**config.mk**
```make
export PLATFORM = sky130hd
export DESIGN_NAME = rhythm_game_top
export DESIGN_NICKNAME = d
export VERILOG_FILES = /design/src/hw/rhythm_pkg.sv /design/src/hw/arrow_pattern_gen.sv /design/src/hw/game_timer.sv /design/src/hw/player_lanes.sv /design/src/hw/rhythm_game_top.sv /design/src/hw/score_display.sv
export SDC_FILE = /design/constraint.sdc
export NUM_CORES = 1
export LEC_CHECK = 0
export BUFFER_PORTS_ARGS = -buffer_cell sky130_fd_sc_hd__buf_2
export CAP_MARGIN = 20
export CORE_ASPECT_RATIO = 1.75
export CORE_MARGIN = 5
export CORE_UTILIZATION = 35
export CTS_CLUSTER_SIZE = 16
export DETAILED_ROUTE_END_ITERATION = 8
export GPL_TIMING_DRIVEN = 0
export SYNTH_ARGS = -nofsm -noshare
export SYNTH_HDL_FRONTEND = slang
export SYNTH_SLANG_ARGS = --single-unit
export TNS_END_PERCENT = 100
```
**constraint.sdc**
```tcl
create_clock -name CLOCK_50 -period 6.9 [get_ports CLOCK_50]
set_input_delay 0.69 -clock CLOCK_50 [delete_from_list [all_inputs] [get_ports CLOCK_50]]
set_output_delay 0.69 -clock CLOCK_50 [all_outputs]
set_load 0.01 [all_outputs]
```
**src/hw/rhythm_pkg.sv**
```systemverilog
`default_nettype none

package rhythm_pkg;

    typedef logic [15:0] lfsr_t;
    typedef logic [3:0]  arrow_set_t;     // Bit 0 left, 1 up, 2 right, 3 down
    typedef logic [6:0]  row_t;
    typedef logic [3:0]  digit_t;
    typedef logic [6:0]  seg7_t;          // Active low

    typedef struct packed {
        arrow_set_t player_a;
        arrow_set_t player_b;
    } pattern_t;

    localparam lfsr_t LFSR_SEED = 16'hACE1;

    localparam arrow_set_t ARROW_LEFT  = 4'b0001;
    localparam arrow_set_t ARROW_UP    = 4'b0010;
    localparam arrow_set_t ARROW_RIGHT = 4'b0100;
    localparam arrow_set_t ARROW_DOWN  = 4'b1000;

    // Playfield geometry in rows
    localparam row_t SCREEN_HEIGHT = 7'd120;
    localparam row_t TARGET_ROW    = 7'd90;
    localparam row_t HIT_RANGE     = 7'd10;

    localparam int SCORE_MAX = 99;

    // Singles for 0..3, pairs for the rest
    function automatic arrow_set_t pattern_of(input logic [3:0] sel);
        case (sel)
            4'd0:         return ARROW_UP;
            4'd1:         return ARROW_DOWN;
            4'd2:         return ARROW_LEFT;
            4'd3:         return ARROW_RIGHT;
            4'd4, 4'd5:   return ARROW_UP | ARROW_DOWN;
            4'd6, 4'd7:   return ARROW_UP | ARROW_LEFT;
            4'd8, 4'd9:   return ARROW_UP | ARROW_RIGHT;
            4'd10, 4'd11: return ARROW_DOWN | ARROW_LEFT;
            4'd12, 4'd13: return ARROW_DOWN | ARROW_RIGHT;
            default:      return ARROW_LEFT | ARROW_RIGHT;
        endcase
    endfunction

    function automatic seg7_t seg7_of(input digit_t d);
        case (d)
            4'd0:    return 7'b1000000;
            4'd1:    return 7'b1111001;
            4'd2:    return 7'b0100100;
            4'd3:    return 7'b0110000;
            4'd4:    return 7'b0011001;
            4'd5:    return 7'b0010010;
            4'd6:    return 7'b0000010;
            4'd7:    return 7'b1111000;
            4'd8:    return 7'b0000000;
            4'd9:    return 7'b0010000;
            default: return 7'b1111111;   // Blank
        endcase
    endfunction

endpackage

`default_nettype wire

```
**src/hw/arrow_pattern_gen.sv**
```systemverilog
`timescale 1ns/1ps
`default_nettype none

module arrow_pattern_gen (
    input  logic                CLOCK_50,
    input  logic                reset,
    input  logic                spawn_tick,
    output logic                pattern_valid,
    output rhythm_pkg::pattern_t pattern
);

    import rhythm_pkg::*;

    lfsr_t      lfsr;
    logic       feedback;
    arrow_set_t next_set;

    // Taps 16, 15, 13, 4
    assign feedback = lfsr[15] ^ lfsr[14] ^ lfsr[12] ^ lfsr[3];
    assign next_set = pattern_of(lfsr[3:0]);   // Lookup on the pre-shift state

    always_ff @(posedge CLOCK_50 or posedge reset) begin
        if (reset) begin
            lfsr          <= LFSR_SEED;
            pattern_valid <= 1'b0;
        end else begin
            pattern_valid <= spawn_tick;
            if (spawn_tick) begin
                lfsr <= {lfsr[14:0], feedback};
            end
        end
    end

    // Both players always race the same arrows
    always_ff @(posedge CLOCK_50) begin
        if (spawn_tick) begin
            pattern.player_a <= next_set;
            pattern.player_b <= next_set;
        end
    end

endmodule

`default_nettype wire

```
**src/hw/game_timer.sv**
```systemverilog
`timescale 1ns/1ps
`default_nettype none

module game_timer #(
    parameter int SPAWN_INTERVAL = 25000000,
    parameter int MOVE_INTERVAL  = 1000000
) (
    input  logic CLOCK_50,
    input  logic reset,
    input  logic game_active,
    output logic spawn_tick,
    output logic move_tick
);

    localparam int SPAWN_W = $clog2(SPAWN_INTERVAL + 1);
    localparam int MOVE_W  = $clog2(MOVE_INTERVAL + 1);

    logic [SPAWN_W-1:0] spawn_count;
    logic [MOVE_W-1:0]  move_count;

    always_ff @(posedge CLOCK_50 or posedge reset) begin
        if (reset) begin
            spawn_count <= '0;
            spawn_tick  <= 1'b0;
            move_count  <= '0;
            move_tick   <= 1'b0;
        end else begin
            spawn_tick <= 1'b0;
            // Spawn count is frozen outside of play
            if (game_active) begin
                if (spawn_count == SPAWN_W'(SPAWN_INTERVAL - 1)) begin
                    spawn_count <= '0;
                    spawn_tick  <= 1'b1;
                end else begin
                    spawn_count <= spawn_count + 1'b1;
                end
            end

            if (move_count == MOVE_W'(MOVE_INTERVAL - 1)) begin
                move_count <= '0;
                move_tick  <= 1'b1;
            end else begin
                move_count <= move_count + 1'b1;
                move_tick  <= 1'b0;
            end
        end
    end

endmodule

`default_nettype wire

```
**src/hw/player_lanes.sv**
```systemverilog
`timescale 1ns/1ps
`default_nettype none

module player_lanes (
    input  logic                  CLOCK_50,
    input  logic                  reset,
    input  logic                  pattern_valid,
    input  rhythm_pkg::arrow_set_t arrows,
    input  logic                  move_tick,
    input  rhythm_pkg::arrow_set_t keys,
    output logic                  hit,
    output rhythm_pkg::arrow_set_t lane_active
);

    import rhythm_pkg::*;

    localparam row_t WINDOW_LO = row_t'(TARGET_ROW - HIT_RANGE);
    localparam row_t WINDOW_HI = row_t'(TARGET_ROW + HIT_RANGE);

    row_t       row [4];
    arrow_set_t prev_keys;
    arrow_set_t key_rise;
    arrow_set_t in_window;
    arrow_set_t lane_hit;
    arrow_set_t lane_spawn;
    arrow_set_t lane_move;         // Active lane still on screen at a tick
    arrow_set_t lane_exit;         // Active lane past the bottom at a tick

    assign key_rise = keys & ~prev_keys;

    always_comb begin
        for (int i = 0; i < 4; i++) begin
            in_window[i] = (row[i] >= WINDOW_LO) && (row[i] <= WINDOW_HI);
        end
    end

    assign lane_hit   = key_rise & lane_active & in_window;
    assign lane_spawn = {4{pattern_valid}} & arrows & ~lane_active;

    always_comb begin
        for (int i = 0; i < 4; i++) begin
            lane_move[i] = lane_active[i] && move_tick && !lane_hit[i]
                           && (row[i] < SCREEN_HEIGHT);
            lane_exit[i] = lane_active[i] && move_tick && !lane_hit[i]
                           && (row[i] >= SCREEN_HEIGHT);
        end
    end

    always_ff @(posedge CLOCK_50 or posedge reset) begin
        if (reset) begin
            lane_active <= '0;
            prev_keys   <= '0;
            hit         <= 1'b0;
        end else begin
            prev_keys <= keys;
            hit       <= |lane_hit;      // One pulse even if two lanes hit together
            // Spawn only touches idle lanes, retire only active ones
            lane_active <= (lane_active & ~lane_hit & ~lane_exit) | lane_spawn;
        end
    end

    // Arrow heights
    always_ff @(posedge CLOCK_50) begin
        for (int i = 0; i < 4; i++) begin
            if (lane_spawn[i]) begin
                row[i] <= '0;
            end else if (lane_move[i]) begin
                row[i] <= row[i] + 1'b1;
            end
        end
    end

endmodule

`default_nettype wire

```
**src/hw/rhythm_game_top.sv**
```systemverilog
`timescale 1ns/1ps
`default_nettype none

module rhythm_game_top #(
    parameter int SPAWN_INTERVAL = 25000000,
    parameter int MOVE_INTERVAL  = 1000000
) (
    input  logic                  CLOCK_50,
    input  logic                  reset,
    input  logic                  game_active,
    input  rhythm_pkg::arrow_set_t player_a_keys,
    input  rhythm_pkg::arrow_set_t player_b_keys,
    output rhythm_pkg::arrow_set_t lane_active_a,
    output rhythm_pkg::arrow_set_t lane_active_b,
    output logic                  hit_a,
    output logic                  hit_b,
    output rhythm_pkg::seg7_t      hex0,
    output rhythm_pkg::seg7_t      hex1,
    output rhythm_pkg::seg7_t      hex2,
    output rhythm_pkg::seg7_t      hex3
);

    import rhythm_pkg::*;

    logic     spawn_tick;
    logic     move_tick;
    logic     pattern_valid;
    pattern_t pattern;

    game_timer #(
        .SPAWN_INTERVAL(SPAWN_INTERVAL),
        .MOVE_INTERVAL (MOVE_INTERVAL)
    ) i_timer (
        .CLOCK_50   (CLOCK_50),
        .reset      (reset),
        .game_active(game_active),
        .spawn_tick (spawn_tick),
        .move_tick  (move_tick)
    );

    arrow_pattern_gen i_pattern_gen (
        .CLOCK_50     (CLOCK_50),
        .reset        (reset),
        .spawn_tick   (spawn_tick),
        .pattern_valid(pattern_valid),
        .pattern      (pattern)
    );

    // Player A
    player_lanes i_lanes_a (
        .CLOCK_50     (CLOCK_50),
        .reset        (reset),
        .pattern_valid(pattern_valid),
        .arrows       (pattern.player_a),
        .move_tick    (move_tick),
        .keys         (player_a_keys),
        .hit          (hit_a),
        .lane_active  (lane_active_a)
    );

    score_display i_score_a (
        .CLOCK_50(CLOCK_50),
        .reset   (reset),
        .hit     (hit_a),
        .ones    (hex0),
        .tens    (hex1)
    );

    // Player B
    player_lanes i_lanes_b (
        .CLOCK_50     (CLOCK_50),
        .reset        (reset),
        .pattern_valid(pattern_valid),
        .arrows       (pattern.player_b),
        .move_tick    (move_tick),
        .keys         (player_b_keys),
        .hit          (hit_b),
        .lane_active  (lane_active_b)
    );

    score_display i_score_b (
        .CLOCK_50(CLOCK_50),
        .reset   (reset),
        .hit     (hit_b),
        .ones    (hex2),
        .tens    (hex3)
    );

endmodule

`default_nettype wire

```
**src/hw/score_display.sv**
```systemverilog
`timescale 1ns/1ps
`default_nettype none

module score_display (
    input  logic             CLOCK_50,
    input  logic             reset,
    input  logic             hit,
    output rhythm_pkg::seg7_t ones,
    output rhythm_pkg::seg7_t tens
);

    import rhythm_pkg::*;

    localparam digit_t MAX_TENS  = digit_t'(SCORE_MAX / 10);
    localparam digit_t MAX_ONES  = digit_t'(SCORE_MAX % 10);
    localparam digit_t LAST_DIGIT = 4'd9;

    digit_t ones_digit;
    digit_t tens_digit;
    logic   at_max;

    assign at_max = (tens_digit == MAX_TENS) && (ones_digit == MAX_ONES);

    // BCD counter that sticks at the top score
    always_ff @(posedge CLOCK_50 or posedge reset) begin
        if (reset) begin
            ones_digit <= '0;
            tens_digit <= '0;
        end else if (hit && !at_max) begin
            if (ones_digit == LAST_DIGIT) begin
                ones_digit <= '0;
                tens_digit <= tens_digit + 1'b1;   // Carry
            end else begin
                ones_digit <= ones_digit + 1'b1;
            end
        end
    end

    assign ones = seg7_of(ones_digit);
    assign tens = seg7_of(tens_digit);

endmodule

`default_nettype wire

```
Word level (Yosys, flattened, before mapping)
Memories as Yosys holds them, arrays and structs flattened. A register that Yosys moved wholly into a read port is not among the register bits.
Cells that the tools add are included.
{"block": "classes", "addsub": 14, "order_cmp": 32, "div_mod_pow": 0, "n_reduce_logical": 58, "n_eq_ne": 6, "bitwise": 34, "mux": 55, "mul": 0, "shifts": 0}
{"cell": "$ge 7x7->1 const B", "n": 16}
{"cell": "$add 7x1->7 const B", "n": 8}
{"cell": "$le 7x7->1 const B", "n": 8}
{"cell": "$lt 7x7->1 const B", "n": 8}
{"cell": "$mux 7", "n": 8}
{"cell": "$and 4x4->4", "n": 13}
{"cell": "$logic_and 1x1->1", "n": 44}
{"cell": "$mux 1", "n": 43}
{"cell": "$not 4->4", "n": 8}
{"cell": "$add 25x1->25 const B", "n": 1}
{"cell": "$eq 25x25->1 const B", "n": 1}
{"cell": "$mux 25", "n": 1}
{"cell": "$add 20x1->20 const B", "n": 1}
{"cell": "$eq 20x20->1 const B", "n": 1}
{"cell": "$mux 20", "n": 1}
{"cell": "$add 4x1->4 const B", "n": 4}
{"cell": "$eq 4x4->1 const B", "n": 4}
{"cell": "$logic_not 1->1", "n": 10}
{"cell": "$mux 4", "n": 2}
{"cell": "$or 1x1->1", "n": 8}
{"cell": "$or 4x4->4", "n": 2}
{"cell": "$reduce_or 4->1", "n": 2}
{"cell": "$reduce_and 2->1", "n": 2}
{"cell": "$xor 1x1->1", "n": 3}
{"block": "word_totals", "latchBits": 0, "rom_bits": 512, "out_inout_bits": 38, "memories": 7, "mem_bits_rw": 56, "regBits": 98, "in_bits": 11}
{"memory": "(no name shown)", "words": 16, "word_bits": 7, "rd": 1, "rd_ports_with_merged_regs": 0, "wr": 0, "line": "rhythm_pkg.sv:47", "rtl": "case (d)"}
{"memory": "(no name shown)", "words": 16, "word_bits": 7, "rd": 1, "rd_ports_with_merged_regs": 0, "wr": 0, "line": "rhythm_pkg.sv:47"}
{"memory": "(no name shown)", "words": 16, "word_bits": 7, "rd": 1, "rd_ports_with_merged_regs": 0, "wr": 0, "line": "rhythm_pkg.sv:47"}
{"memory": "(no name shown)", "words": 16, "word_bits": 7, "rd": 1, "rd_ports_with_merged_regs": 0, "wr": 0, "line": "rhythm_pkg.sv:47"}
{"memory": "(no name shown)", "words": 16, "word_bits": 4, "rd": 1, "rd_ports_with_merged_regs": 1, "wr": 0, "line": "rhythm_pkg.sv:32", "rtl": "case (sel)"}
{"memory": "i_lanes_a.row", "words": 4, "word_bits": 7, "rd": 4, "rd_ports_with_merged_regs": 0, "wr": 4, "line": "player_lanes.sv:20", "rtl": "row_t row [4];"}
{"memory": "+1 memories"}

Depth between registers and ports, before layout
{"block": "depth", "word_depth": 11, "ltp_mapped": 7, "ltp_nobuf": 6}

Hierarchy
A second synthesis with hierarchy kept.
{"block": "hier_totals", "cells_unflattened": 843, "hier_area_um2": 8569.5}
{"mod": "player_lanes", "seq_area_each_um2": 1066.0, "area_each_um2": 1950.6, "cells_per_inst": 185, "n_inst": 2}
{"mod": "game_timer", "seq_area_each_um2": 1176.1, "area_each_um2": 2173.3, "cells_per_inst": 203, "n_inst": 1}
{"mod": "arrow_pattern_gen", "seq_area_each_um2": 555.5, "area_each_um2": 908.4, "cells_per_inst": 67, "n_inst": 1}
{"mod": "score_display (i_score_b)", "seq_area_each_um2": 200.2, "area_each_um2": 794.5, "cells_per_inst": 102, "n_inst": 1}
{"mod": "score_display (i_score_a)", "seq_area_each_um2": 200.2, "area_each_um2": 792.0, "cells_per_inst": 101, "n_inst": 1}

Worst setup path after synthesis
Ideal clock, no wire load.
{"block": "synth_path", "path_type": "register to register", "startpoint": "memory i_lanes_b.row[3][0] (netlist name)", "endpoint": "memory i_lanes_b.row[3][0] (netlist name) (enable)", "path_stages_with_launch": 7, "path_buffers": 0, "required_ns": 6.531, "setup_slack_ns": 4.679, "arrival_ns": 1.852, "cell_sequence": "edfxtp_1 inv_1 ha_1 nand2b_1 a31oi_1 o311ai_1 o21ai_0"}
{"item": "start: declaration", "line": "player_lanes.sv:20"}

==> flow_summary.ini <==
[critical_path]
worstPathArrival_ps = 2760
critPathRequiredTime_ps = 6910
start_kind = flop
cp_max_fo = 8
crit_type = flop to flop
cp-end-kind = flop
r2r_slack_ps = 4150

[cells_and_area]
final_common_cell = nor2_1
layout-drive-gt1-share = 0.136
fillers = 2330
layout_common_cells = nor2_1 (108), dfrtp_1 (90), nand2_1 (80)
antennaDiodeCount = 0
fin_cells = 1254
multi_input_area_sq_mm = 0.00396
regArea_sq_mm = 0.00426
final_nets = 984
final_area_sq_mm = 0.00974
syn2layout_area_growth_pct = 14.6
finish.utilization = 0.407

[die]
die_w_um = 128
core_sq_mm = 0.0239
die_h_um = 216
num_rows = 75
start_util = 0.355
ioPinCount = 49
die-area_sq_mm = 0.0276

[outcome]
status = completed

[placement]
portBuffers = 48
place_ws_ps = 4090
place_area_sq_mm = 0.00916
place_hpwl_um = 12500
dp.cells = 1219
place.gp.congestion = 0.811

[clock_network]
cts-htree-levels = 4
tritoncts = done
hold_buffers = 0
cts_root_buf = clkbuf_16
cts_buffers = 17
clkSinkCount = 158
clk_pin_slew_ps = 70
clk_latency_ps = 430
ctsResizeCount = 0
ctsLongestPathBuffers = 2
post_cts_buffers = 0

[timing]
finalHoldWorstSlack_ps = 282
finalSetupViolations = 0
relSlewSlack = 0.319
setup_tns_ps = 0
max_freq_mhz = 364
finalCritPeriodShare = 0.398
hold_violations = 0
rsz0062_at_grt = no
timing.final.crit_period_ps = 2750
worstMarginPinSlew_ps = 1010
maxSlewViolCount = 0
skew_ps = 11.4
fin_ws_ps = 4150

[grt]
grt_max_degree = 66
grt.total_usage = 0.128
grt_antenna_before_repair = 0
grt_pass1_wl_um = 29300
gr-total-overflow = 0
grt_pass1_vias = 6392

[synth]
synth_edf_count = 60
ys_seq_area_frac = 0.502
syn_inst = 862
synth-async-reset-ratio = 0.620
ys_ff_latch = 158
synthDistinctLibCells = 57
synthesis.nets = 913
syn_area_sq_mm = 0.00850
avgSynthCellArea_sq_um = 9.86
yosysWarnings = 0
synthFlopType = dfrtp_1

[job]
cap_violations = 0

[power]
ir_drop_uv = 166
p_leak_nw = 3.89
power.total_mw = 1.99
power_density_mw_per_mm2 = 204

[drt]
drt_iter0_drc = 311
drtPass1Iterations = 4
num_vias = 6387
drcViolationCount = 0
routedWlPerCell_um = 13.6
antenna_left = 0
viasPerCell = 5.09
routed_wl_um = 17100

[hold_path]
hold_path_class = input port to async pin
[cell families after synthesis]
| logic type | share of synthesized area |
|---|---|
| simple gates | 0.211 |
| flops | 0.502 |
| compound gates | 0.0997 |
| xor+xnor | 0.0742 |
| buf+inv | 0.0322 |
| fa+ha+maj | 0.0589 |
| mux | 0.0219 |
[routing by layer]
metal / vias up / part of all wire / global-route usage
met5: - / 0 / 0
met4: 0 / 0.017 / 0.0521
met3: 21 / 0.031 / 0.0254
met2: 85 / 0.55 / 0.239
met1: 3097 / 0.40 / 0.138
li1: 3184 / - / -
[flip-flops by register name (all words and copies together), names as in the netlist]
name	cells
i_lanes_a.row	28
i_lanes_b.row	28
i_timer.spawn_count	25
i_timer.move_count	20
i_pattern_gen.lfsr	16
i_lanes_a.lane_active	4
i_lanes_a.prev_keys	4
i_lanes_b.lane_active	4
i_lanes_b.prev_keys	4
i_pattern_gen.pattern	4
i_score_a.ones_digit	4
i_score_a.tens_digit	4
i_score_b.ones_digit	4
i_score_b.tens_digit	4
i_lanes_a.hit	1
i_lanes_b.hit	1
i_pattern_gen.pattern_valid	1
i_timer.move_tick	1
i_timer.spawn_tick	1
[worst max-delay path, stage by stage (launching register included)]
cell and delay, ps:
edfxtp_1 430, inv_1 80, ha_1 140, nand2b_1 100, a31oi_1 100, o311ai_1 840, o21ai_0 650
[final timing paths]
path / startpoint / to / cells past startpoint
hold / removal: reset / i_timer.spawn_count[6] / 2
setup / recovery: i_lanes_b.row[3][0] / i_lanes_b.row[3][0] / 6
max in group asynchronous: reset / i_pattern_gen.lfsr[0] / 3
setup reg to reg: i_lanes_b.row[3][0] / i_lanes_b.row[3][0] / 6
hold reg to reg: i_timer.move_count[0] / i_timer.move_count[0] / 1
min in group CLOCK_50: player_a_keys[2] / i_lanes_a.prev_keys[2] / 1
[synthesized netlist by cell type (all sizes together) (5+ instances only)]
| cell | n | area (sq um) |
|---|---|---|
| and4 | 6 | 53.8 |
| dfrtp | 90 | 2250 |
| nor2b | 13 | 81.3 |
| xor2 | 26 | 228 |
| mux2 | 13 | 146 |
| and2 | 6 | 37.5 |
| nor3 | 11 | 55.1 |
| or3 | 6 | 40.0 |
| dfstp | 8 | 210 |
| a21oi | 25 | 125 |
| o31ai | 7 | 52.6 |
| nand3 | 46 | 230 |
| o22ai | 10 | 62.6 |
| nor2 | 108 | 405 |
| nand4 | 29 | 181 |
| nand2 | 81 | 307 |
| nand2b | 5 | 31.3 |
| o21ai | 64 | 320 |
| a31o | 8 | 70.1 |
| or4 | 8 | 68.8 |
| edfxtp | 60 | 1800 |
| nor3b | 6 | 45.0 |
| clkbuf | 20 | 75.1 |
| nand3b | 5 | 37.5 |
| a31oi | 10 | 62.6 |
| ha | 40 | 500 |
| and3 | 17 | 106 |
| inv | 50 | 188 |
| xnor2 | 46 | 403 |
[report_power, final]
group	internal [mW]	leakage (nW)	total, mW	switching (mW)
logic	0.0256	1.80	0.0666	0.0410
registers	0.989	1.82	1.01	0.0232
clock network	0.511	0.268	0.910	0.398
total	1.53	3.89	1.99	0.462
[final cells by class]
class | count | area share
Multi-Input combinational cell | 633 | 0.407
Tap cell | 308 | 0.0395
Clock inverter | 14 | 0.0136
Buffer | 21 | 0.00886
Sequential cell | 158 | 0.438
Clock buffer | 18 | 0.0451
Inverter | 50 | 0.0195
Timing Repair Buffer | 52 | 0.0293
(Power assumes the default switching activity.)
